===== src/cpu_pkg.sv =====
package cpu_pkg;

    localparam logic [31:0] reset_vector = 32'hbfc00000;

    localparam logic [5:0] op_special = 6'b000000;
    localparam logic [5:0] op_regimm  = 6'b000001;
    localparam logic [5:0] op_j       = 6'b000010;
    localparam logic [5:0] op_jal     = 6'b000011;
    localparam logic [5:0] op_beq     = 6'b000100;
    localparam logic [5:0] op_bne     = 6'b000101;
    localparam logic [5:0] op_blez    = 6'b000110;
    localparam logic [5:0] op_bgtz    = 6'b000111;
    localparam logic [5:0] op_addi    = 6'b001000;  // First of the I-type ALU group
    localparam logic [5:0] op_lui     = 6'b001111;  // Last of the I-type ALU group
    localparam logic [5:0] op_cop0    = 6'b010000;

    localparam logic [5:0] funct_jr   = 6'b001000;
    localparam logic [5:0] funct_jalr = 6'b001001;
    localparam logic [5:0] funct_eret = 6'b011000;
    localparam logic [4:0] cop0_co    = 5'b10000;   // CO bit in the rs field

    localparam logic [4:0] rt_bltz    = 5'b00000;
    localparam logic [4:0] rt_bgez    = 5'b00001;
    localparam logic [4:0] rt_bltzal  = 5'b10000;
    localparam logic [4:0] rt_bgezal  = 5'b10001;

    localparam logic [2:0] br_beq     = 3'd0;
    localparam logic [2:0] br_bne     = 3'd1;
    localparam logic [2:0] br_bgez    = 3'd2;
    localparam logic [2:0] br_bgtz    = 3'd3;
    localparam logic [2:0] br_blez    = 3'd4;
    localparam logic [2:0] br_bltz    = 3'd5;
    localparam logic [2:0] br_bgezal  = 3'd6;
    localparam logic [2:0] br_bltzal  = 3'd7;

    localparam int jump_reg  = 0;  // Target from rs
    localparam int jump_link = 1;  // Writes the return address

    typedef struct packed {
        logic [5:0] op;
        logic [4:0] rs;
        logic [4:0] rt;
        logic [4:0] rd;
        logic [4:0] sa;
        logic [5:0] funct;
    } r_format;

    typedef struct packed {
        logic [5:0]  op;
        logic [4:0]  rs;
        logic [4:0]  rt;
        logic [15:0] imm;
    } i_format;

    typedef struct packed {
        logic [5:0]  op;
        logic [25:0] index;
    } j_format;

    typedef union packed {
        r_format r_fmt;
        i_format i_fmt;
        j_format j_fmt;
    } instr_word;

    typedef struct packed {
        logic       isbranch;
        logic [2:0] branch;
        logic       isjump;
        logic [1:0] jump;
        logic       regwrite;
        logic       eret;
        logic       is_instr;
    } ctrl_reg;

    typedef struct packed {
        logic equal;
        logic e0;
        logic g0;
    } branch_rel;

    typedef struct packed {
        instr_word   instr;
        logic [31:0] pc;
        logic [31:0] pcplus4;
        logic        in_delay_slot;
        logic        is_instr;
        logic        addr_err_if;
    } dp_ftod;

    typedef struct packed {
        logic [4:0]  rs;
        logic [4:0]  rt;
        logic [4:0]  rd;
        logic [4:0]  sa;
        logic [15:0] imm;
        logic [2:0]  cp0_sel;
        logic [31:0] rsdata;
        logic [31:0] rtdata;
        logic [31:0] pc;
        logic        in_delay_slot;
        logic        addr_err_if;
        logic        is_instr;
        ctrl_reg     ctrl;
    } dp_dtoe;

endpackage


===== src/pc_fetch.sv =====
`timescale 1ns/10ps

module pc_fetch (
    input  logic               clk,
    input  logic               rst_n,
    input  logic               stall,
    input  logic               is_valid_exc,
    input  logic [31:0]        next_pc,
    input  cpu_pkg::instr_word imem_rdata,
    input  logic               in_delay_slot,
    output logic [31:0]        imem_addr,
    output logic [31:0]        pcplus4,
    output cpu_pkg::dp_ftod    ftod
);
    import cpu_pkg::*;

    logic [31:0] pc;
    logic        advance;

    assign advance   = !stall || is_valid_exc;  // Exception wins over stall
    assign imem_addr = pc;
    assign pcplus4   = pc + 32'd4;

    always_ff @(posedge clk or negedge rst_n) begin
        if (!rst_n) begin
            pc <= reset_vector;
        end else if (advance) begin
            pc <= next_pc;
        end
    end

    always_ff @(posedge clk or negedge rst_n) begin
        if (!rst_n) begin
            ftod <= '0;
        end else if (is_valid_exc) begin
            ftod <= '0;  // Flush the slot fetched with the exception
        end else if (!stall) begin
            ftod.instr         <= imem_rdata;
            ftod.pc            <= pc;
            ftod.pcplus4       <= pcplus4;
            ftod.in_delay_slot <= in_delay_slot;  // Decode holds a branch or jump
            ftod.is_instr      <= 1'b1;
            ftod.addr_err_if   <= |pc[1:0];
        end
    end

    // First fetch after reset comes from the boot vector
    a_reset_vector: assert property (
        @(posedge clk) $rose(rst_n) |-> imem_addr == reset_vector
    );

endmodule


===== src/ctrl_decode.sv =====
`timescale 1ns/10ps

module ctrl_decode (
    input  cpu_pkg::instr_word instr,
    output cpu_pkg::ctrl_reg   dsig
);
    import cpu_pkg::*;

    always_comb begin
        dsig = '0;
        case (instr.r_fmt.op) inside
            op_special: begin
                case (instr.r_fmt.funct) inside
                    funct_jr: begin
                        dsig.isjump         = 1'b1;
                        dsig.jump[jump_reg] = 1'b1;
                        dsig.is_instr       = 1'b1;
                    end
                    funct_jalr: begin
                        dsig.isjump          = 1'b1;
                        dsig.jump[jump_reg]  = 1'b1;
                        dsig.jump[jump_link] = 1'b1;
                        dsig.regwrite        = 1'b1;
                        dsig.is_instr        = 1'b1;
                    end
                    6'b000000, 6'b000010, 6'b000011, 6'b000100, 6'b000110, 6'b000111,
                    [6'b100000:6'b100111], 6'b101010, 6'b101011: begin
                        dsig.regwrite = 1'b1;  // Shifts and ALU ops
                        dsig.is_instr = 1'b1;
                    end
                    default: dsig = '0;
                endcase
            end
            op_regimm: begin
                dsig.isbranch = 1'b1;
                dsig.is_instr = 1'b1;
                case (instr.i_fmt.rt)
                    rt_bltz: dsig.branch = br_bltz;
                    rt_bgez: dsig.branch = br_bgez;
                    rt_bltzal: begin
                        dsig.branch   = br_bltzal;
                        dsig.regwrite = 1'b1;
                    end
                    rt_bgezal: begin
                        dsig.branch   = br_bgezal;
                        dsig.regwrite = 1'b1;
                    end
                    default: dsig = '0;  // Unknown REGIMM form
                endcase
            end
            op_j, op_jal: begin
                dsig.isjump          = 1'b1;
                dsig.jump[jump_link] = instr.j_fmt.op == op_jal;
                dsig.regwrite        = instr.j_fmt.op == op_jal;
                dsig.is_instr        = 1'b1;
            end
            op_beq, op_bne, op_blez, op_bgtz: begin
                dsig.isbranch = 1'b1;
                dsig.is_instr = 1'b1;
                case (instr.i_fmt.op)
                    op_beq:  dsig.branch = br_beq;
                    op_bne:  dsig.branch = br_bne;
                    op_blez: dsig.branch = br_blez;
                    default: dsig.branch = br_bgtz;
                endcase
            end
            [op_addi:op_lui]: begin
                dsig.regwrite = 1'b1;
                dsig.is_instr = 1'b1;
            end
            op_cop0: begin
                if (instr.r_fmt.rs == cop0_co && instr.r_fmt.funct == funct_eret) begin
                    dsig.eret     = 1'b1;
                    dsig.is_instr = 1'b1;
                end
            end
            default: dsig = '0;
        endcase
    end

endmodule


===== src/regfile.sv =====
`timescale 1ns/10ps

module regfile (
    input  logic        clk,
    input  logic        rst_n,
    input  logic        we,
    input  logic [4:0]  waddr,
    input  logic [4:0]  ra1,
    input  logic [4:0]  ra2,
    input  logic [31:0] wdata,
    output logic [31:0] rd1,
    output logic [31:0] rd2
);

    logic [31:0] regs [0:31];

    // Same-cycle write is forwarded to the reader
    function automatic logic [31:0] read_port(input logic [4:0] ra);
        logic [31:0] val;
        if (ra == 5'd0) begin
            val = '0;
        end else if (we && waddr == ra) begin
            val = wdata;
        end else begin
            val = regs[ra];
        end
        return val;
    endfunction

    always_ff @(posedge clk or negedge rst_n) begin
        if (!rst_n) begin
            for (int i = 0; i < 32; i++) begin
                regs[i] <= '0;
            end
        end else if (we && waddr != 5'd0) begin
            regs[waddr] <= wdata;  // $zero never written
        end
    end

    always_comb begin
        rd1 = read_port(ra1);
        rd2 = read_port(ra2);
    end

endmodule


===== src/decode.sv =====
`timescale 1ns/10ps

module decode (
    input  cpu_pkg::dp_ftod  ftod,
    input  cpu_pkg::ctrl_reg dsig,
    input  logic [31:0]      rsdata,
    input  logic [31:0]      rtdata,
    input  logic [31:0]      f_pcplus4,
    input  logic [31:0]      cp0_epc,
    input  logic [31:0]      exc_addr,
    input  logic             is_valid_exc,
    output logic [31:0]      next_pc,
    output logic             f_indelayslot,
    output cpu_pkg::dp_dtoe  dtoe
);
    import cpu_pkg::*;

    branch_rel   rel;
    logic        cond;
    logic        taken;
    logic [31:0] sign_imm;
    logic [31:0] br_target;
    logic [31:0] j_target;

    assign rel.equal = rsdata == rtdata;
    assign rel.e0    = rsdata == 32'd0;
    assign rel.g0    = !rsdata[31] && !rel.e0;

    always_comb begin
        case (dsig.branch)
            br_beq:               cond = rel.equal;
            br_bne:               cond = !rel.equal;
            br_bgez, br_bgezal:   cond = rel.g0 || rel.e0;
            br_bgtz:              cond = rel.g0;
            br_blez:              cond = !rel.g0;
            br_bltz, br_bltzal:   cond = !rel.g0 && !rel.e0;
            default:              cond = 1'b0;
        endcase
    end

    assign taken     = dsig.isbranch && cond;
    assign sign_imm  = {{16{ftod.instr.i_fmt.imm[15]}}, ftod.instr.i_fmt.imm};
    assign br_target = ftod.pcplus4 + {sign_imm[29:0], 2'b00};  // Relative to the slot
    assign j_target  = {ftod.pcplus4[31:28], ftod.instr.j_fmt.index, 2'b00};

    always_comb begin
        if (is_valid_exc) begin
            next_pc = exc_addr;
        end else if (dsig.eret) begin
            next_pc = cp0_epc;
        end else if (dsig.isjump && dsig.jump[jump_reg]) begin
            next_pc = rsdata;
        end else if (dsig.isjump) begin
            next_pc = j_target;
        end else if (taken) begin
            next_pc = br_target;
        end else begin
            next_pc = f_pcplus4;  // Sequential fetch
        end
    end

    assign f_indelayslot = dsig.isbranch || dsig.isjump;

    assign dtoe.rs            = ftod.instr.r_fmt.rs;
    assign dtoe.rt            = ftod.instr.r_fmt.rt;
    assign dtoe.rd            = ftod.instr.r_fmt.rd;
    assign dtoe.sa            = ftod.instr.r_fmt.sa;
    assign dtoe.imm           = ftod.instr.i_fmt.imm;
    assign dtoe.cp0_sel       = ftod.instr.r_fmt.funct[2:0];
    assign dtoe.rsdata        = rsdata;
    assign dtoe.rtdata        = rtdata;
    assign dtoe.pc            = ftod.pc;
    assign dtoe.in_delay_slot = ftod.in_delay_slot;
    assign dtoe.addr_err_if   = ftod.addr_err_if;
    assign dtoe.is_instr      = ftod.is_instr;
    assign dtoe.ctrl          = dsig;

endmodule


===== src/decode_to_exec.sv =====
`timescale 1ns/10ps

module decode_to_exec (
    input  logic            clk,
    input  logic            rst_n,
    input  logic            stall,
    input  cpu_pkg::dp_dtoe d_in,
    output cpu_pkg::dp_dtoe dtoe
);

    always_ff @(posedge clk or negedge rst_n) begin
        if (!rst_n) begin
            dtoe <= '0;
        end else if (stall) begin
            dtoe <= '0;  // Bubble while decode holds its word
        end else begin
            dtoe <= d_in;
        end
    end

    // No valid slot leaves decode on a stalled edge
    a_stall_bubble: assert property (
        @(posedge clk) disable iff (!rst_n) stall |=> !dtoe.is_instr
    );

    // A valid slot is handed on one edge after decode saw it
    a_slot_handoff: assert property (
        @(posedge clk) disable iff (!rst_n)
        (!stall && d_in.is_instr) |=> (dtoe.is_instr && dtoe.pc == $past(d_in.pc))
    );

endmodule


===== src/cpu_frontend.sv =====
`timescale 1ns/10ps

module cpu_frontend (
    input  logic               clk,
    input  logic               rst_n,
    input  logic               stall,
    output logic [31:0]        imem_addr,
    input  cpu_pkg::instr_word imem_rdata,
    input  logic               wb_we,
    input  logic [4:0]         wb_addr,
    input  logic [31:0]        wb_data,
    input  logic [31:0]        cp0_epc,
    input  logic [31:0]        exc_addr,
    input  logic               is_valid_exc,
    output cpu_pkg::dp_dtoe    dtoe
);
    import cpu_pkg::*;

    dp_ftod      ftod;
    ctrl_reg     dsig;
    dp_dtoe      d_dtoe;
    logic [31:0] next_pc;
    logic [31:0] f_pcplus4;
    logic [31:0] rsdata;
    logic [31:0] rtdata;
    logic        in_delay_slot;

    pc_fetch pc_fetch_inst (
        .clk           (clk),
        .rst_n         (rst_n),
        .stall         (stall),
        .is_valid_exc  (is_valid_exc),
        .next_pc       (next_pc),
        .imem_rdata    (imem_rdata),
        .in_delay_slot (in_delay_slot),
        .imem_addr     (imem_addr),
        .pcplus4       (f_pcplus4),
        .ftod          (ftod)
    );

    ctrl_decode ctrl_decode_inst (
        .instr (ftod.instr),
        .dsig  (dsig)
    );

    regfile regfile_inst (
        .clk   (clk),
        .rst_n (rst_n),
        .we    (wb_we),
        .waddr (wb_addr),
        .ra1   (ftod.instr.r_fmt.rs),
        .ra2   (ftod.instr.r_fmt.rt),
        .wdata (wb_data),
        .rd1   (rsdata),
        .rd2   (rtdata)
    );

    decode decode_inst (
        .ftod          (ftod),
        .dsig          (dsig),
        .rsdata        (rsdata),
        .rtdata        (rtdata),
        .f_pcplus4     (f_pcplus4),
        .cp0_epc       (cp0_epc),
        .exc_addr      (exc_addr),
        .is_valid_exc  (is_valid_exc),
        .next_pc       (next_pc),
        .f_indelayslot (in_delay_slot),
        .dtoe          (d_dtoe)
    );

    decode_to_exec decode_to_exec_inst (
        .clk   (clk),
        .rst_n (rst_n),
        .stall (stall),
        .d_in  (d_dtoe),
        .dtoe  (dtoe)
    );

endmodule


===== config.mk =====
export PLATFORM = sky130hd
export DESIGN_NAME = cpu_frontend
export DESIGN_NICKNAME = d
export VERILOG_FILES = /design/src/cpu_pkg.sv /design/src/pc_fetch.sv /design/src/ctrl_decode.sv /design/src/regfile.sv /design/src/decode.sv /design/src/decode_to_exec.sv /design/src/cpu_frontend.sv
export SDC_FILE = /design/constraint.sdc
export NUM_CORES = 2
export LEC_CHECK = 0
export BUFFER_PORTS_ARGS = -buffer_cell sky130_fd_sc_hd__buf_2
export CAP_MARGIN = 15
export CORE_ASPECT_RATIO = 0.75
export CORE_MARGIN = 8
export CORE_UTILIZATION = 25
export DETAILED_ROUTE_END_ITERATION = 8
export GPL_TIMING_DRIVEN = 1
export HOLD_SLACK_MARGIN = 0.02
export SETUP_SLACK_MARGIN = 0.4
export SLEW_MARGIN = 10
export SYNTH_ARGS = -nofsm -noshare
export SYNTH_HDL_FRONTEND = slang
export SYNTH_SLANG_ARGS = --single-unit
export TNS_END_PERCENT = 20

===== constraint.sdc =====
create_clock -name clk -period 5.6 [get_ports clk]
set_input_delay 0 -clock clk [delete_from_list [all_inputs] [get_ports clk]]
set_output_delay 0 -clock clk [all_outputs]
set_load 0.02 [all_outputs]

==> flow_summary.json <==
{
  "p_int_mw": 19.7,
  "cts_tree": "built",
  "r2r_setup_slack_ps": 450,
  "die_width_um": 624,
  "fmaxAchievable_ghz": 0.194,
  "grt.total_usage_pct": 16.8,
  "synth-seq-cells": 1288,
  "pwr-share-clk_pct": 34.1,
  "seqCellArea_mm2": 0.0323,
  "endpoint_kind": "flop",
  "tightest_slew_ps": 1230,
  "multi_input_area_mm2": 0.0347,
  "met1Wirelength_mm": 106,
  "ir_drop_uv": 329,
  "drtAntennaViolNets": 0,
  "place_congestion": 0.945,
  "dp_hpwl_mm": 165,
  "path_max_fanout": 15,
  "dr.max_layer_used": "met5",
  "p_leak_nw": 34.9,
  "nets": 5590,
  "status": "finished clean",
  "antenna_found_initial": 40,
  "p_per_area_mw_per_mm2": 340,
  "cp-start-kind": "flop",
  "cp_data_arrival_time_ps": 5790,
  "crit_top_cell": "buf_4",
  "syn_area_mm2": 0.0692,
  "area_growth_pct": 19.3,
  "drt-total-wl_mm": 258,
  "place.port_buffers": 317,
  "finalCritPeriodShare_pct": 92.0,
  "dr_wl_met3_mm": 23.3,
  "dpl_cell_area_mm2": 0.0752,
  "firstDrtPassIters": 6,
  "setup_violations": 0,
  "wire_per_inst_um": 28.2,
  "skew_ps": 40.7,
  "rr_worst_depth": 19,
  "clkTransAtPathRegs_ps": 60,
  "clock_path_buffers": 3,
  "drc_errors": 0,
  "cts_buffers": 134,
  "setup_tns_ps": 0,
  "pwr-share-comb_pct": 22.5,
  "hp-class": "in2reg",
  "max-cap-violations": 0,
  "synth_ff_type": "dfrtp_1",
  "ys_seq_area_share_pct": 46.6,
  "final-hold-violation-count": 0,
  "ys_types": 88,
  "synth_warnings": 0,
  "p_sw_share_pct": 29.9,
  "die_area_mm2": 0.294,
  "initial_core_util_pct": 25.1,
  "critical_path_class": "reg2reg",
  "drt_iter0_markers": 5506,
  "critPathMaxStageDelay_ps": 530,
  "slew_violations": 0,
  "cts.sinks": 1288,
  "finalCriticalPeriod_ps": 5150,
  "utilization_pct": 29.9,
  "required_ps": 6230,
  "drive_gt1_share_pct": 44.0,
  "io-pin-count": 318,
  "worst_path_max_delay_cell": "nor2_4",
  "cts_root_buffer": "clkbuf_16",
  "synth_edf_count": 0,
  "min_from": "imem_rdata[30]",
  "hold_path_depth": 4,
  "regToRegEndpoint": "pc_fetch_inst.imem_addr[30]",
  "grt_overflow": 0,
  "grt_pass1_vias": 49700,
  "met2_length_mm": 117,
  "fill_cells": 27400,
  "grt_max_degree": 178,
  "seqPwrFrac_pct": 43.4,
  "crit_chain": "buf_4, nor2_4, buf_12, buf_4, a22oi_1, nand2_1, a221oi_2, buf_4, nor4b_1, a21oi_1, o32ai_1, and4_1, a311o_1, o21a_4, buf_12, a31oi_1, a2111oi_2, buf_4, o22ai_1",
  "timing.slew.headroom_pct": 17.7,
  "synth.avg_cell_area_um2": 13.7,
  "hold-path-endpoint": "pc_fetch_inst.ftod[97]",
  "synthCells": 5039,
  "syn_nets": 5208,
  "via_per_inst": 5.41,
  "fin_area_mm2": 0.0826,
  "rsz0062_at_grt": "yes",
  "vias": 49600,
  "grt_pass1_wl_mm": 368,
  "num_rows": 167,
  "core_area_mm2": 0.276,
  "p_sw_mw": 8.38,
  "htreeDepth": 4,
  "die_height_um": 472,
  "rr_startpoint": "pc_fetch_inst.ftod[91]",
  "insertion_delay_ps": 810,
  "synthArstFlopShare_pct": 100
}
==> power by group through the flow <==
stage / Combinational [mW] / Clock [mW] / Sequential, mW
final: 6.31 / 9.58 / 12.2
after global routing: 6.67 / 10.1 / 12.4
after detailed placement: 5.99 / 0 / 12.3
after global placement: 5.88 / 0 / 12.2
after CTS: 6.16 / 9.71 / 12.1
after floorplan: 4.16 / 0 / 11.9
==> cells in the final DEF, fill, tap and decap left out, types with 30 or more instances in the layout <==
master / instances
nand3_1: 42
mux2_2: 978
nor2_1: 285
nand2_1: 167
inv_1: 32
nor2b_1: 100
and3_1: 38
a21o_1: 31
xnor2_1: 41
buf_2: 314
o21ai_0: 93
xor2_1: 35
mux4_2: 553
dfrtp_1: 1270
o31ai_1: 34
clkbuf_8: 31
a22oi_1: 90
nor3_1: 47
buf_12: 32
clkbuf_16: 144
dlygate4sd3_1: 203
buf_4: 182
ha_1: 30
mux2i_1: 168
a21oi_1: 110
==> how the worst max path moves through the flow <==
stage                           start                     endpoint  slack (ps)  depth (start not counted)
4_1_cts        pc_fetch_inst.ftod[83]  pc_fetch_inst.imem_addr[30]         500                         15
3_5_place_dp   pc_fetch_inst.ftod[83]   pc_fetch_inst.imem_addr[7]         250                         15
3_3_place_gp   pc_fetch_inst.ftod[83]  pc_fetch_inst.imem_addr[30]         130                         15
6_report       pc_fetch_inst.ftod[91]  pc_fetch_inst.imem_addr[30]         450                         19
5_1_grt        pc_fetch_inst.ftod[88]  pc_fetch_inst.imem_addr[30]         340                         17
2_1_floorplan  pc_fetch_inst.ftod[89]  pc_fetch_inst.imem_addr[13]        1190                         19
==> per-layer routing <==
layer | global-route usage, % | vias up
met5 | 0 | -
met3 | 3.82 | 632
li1 | - | 19800
met2 | 25.9 | 2630
met1 | 22.8 | 26500
met4 | 6.95 | 6
==> metrics by stage <==
stage	hold WS, ps	total power [mW]	worst slack [ps]	std cells
after global routing	75.5	29.1	343	9162
final	74.0	28.1	447	9167
after detailed placement	47.9	18.3	245	8692
after CTS	21.5	28.0	504	9140
after floorplan	-296	16.0	1190	5039
after global placement	29.9	18.0	127	8692
==> kinds of logic after synthesis <==
kind of cell | after synthesis | synth area share [%]
xor+xnor | 77 | 0.974
fa+ha+maj | 31 | 0.571
mux | 1715 | 36.7
simple gates | 807 | 5.52
buf+inv | 553 | 3.85
compound gates | 568 | 5.81
flops | 1288 | 46.6
==> registers in the layout, indices dropped and copies added, names as in the netlist <==
register / count
regfile_inst.regs: 1024
pc_fetch_inst.imem_addr: 32
pc_fetch_inst.ftod: 97
decode_to_exec_inst.dtoe: 135
==> critical path, delay by kind of cell (launching register included) <==
kind            cells  cell delay [ps]
compound gates      9             1580
buf+inv             6             1420
flops               1              490
simple gates        4             1420
==> cell usage after synthesis, drive strengths merged (8+ instances only) <==
cell | instances | area, um2
a31oi | 24 | 156
and3 | 38 | 238
nor2b | 104 | 651
clkbuf | 328 | 1230
dfrtp | 1279 | 32000
o211ai | 17 | 128
a21o | 32 | 240
o31ai | 35 | 277
nand2 | 181 | 679
nand4 | 12 | 75.1
xor2 | 35 | 307
a22oi | 90 | 676
nor2 | 299 | 1120
xnor2 | 42 | 368
a21oi | 120 | 631
a221oi | 32 | 367
ha | 30 | 375
o21ai | 94 | 470
nand2b | 11 | 68.8
mux4 | 558 | 12600
o221ai | 9 | 78.8
or3 | 9 | 56.3
nor3 | 50 | 250
a211oi | 28 | 210
nand3 | 43 | 215
nor4 | 8 | 71.3
a22o | 8 | 70.1
dfstp | 9 | 236
mux2i | 173 | 1730
o22ai | 8 | 50.1
mux2 | 984 | 11100
buf | 192 | 1310
inv | 33 | 124
and2 | 9 | 56.3
or2 | 10 | 62.6
==> layout make-up <==
type	instances	area share, %
Clock inverter	51	0.830
Multi-Input combinational cell	3199	42.1
Sequential cell	1288	39.1
Timing Repair Buffer	765	7.56
Tap cell	3633	5.51
Inverter	33	0.150
Antenna cell	5	0.0152
Clock buffer	193	4.78
==> what timing repair did <==
item / in CTS / in global routing
resized for setup: 4 / 51
endpoints found under the hold margin: 1439 / 0
cloned: 0 / 9
setup endpoints to repair: 21 / 25
pin swaps: 0 / 7
setup buffers: 0 / 13
hold buffers: 204 / 0
Note: power is estimated with default switching activity, not from simulation.
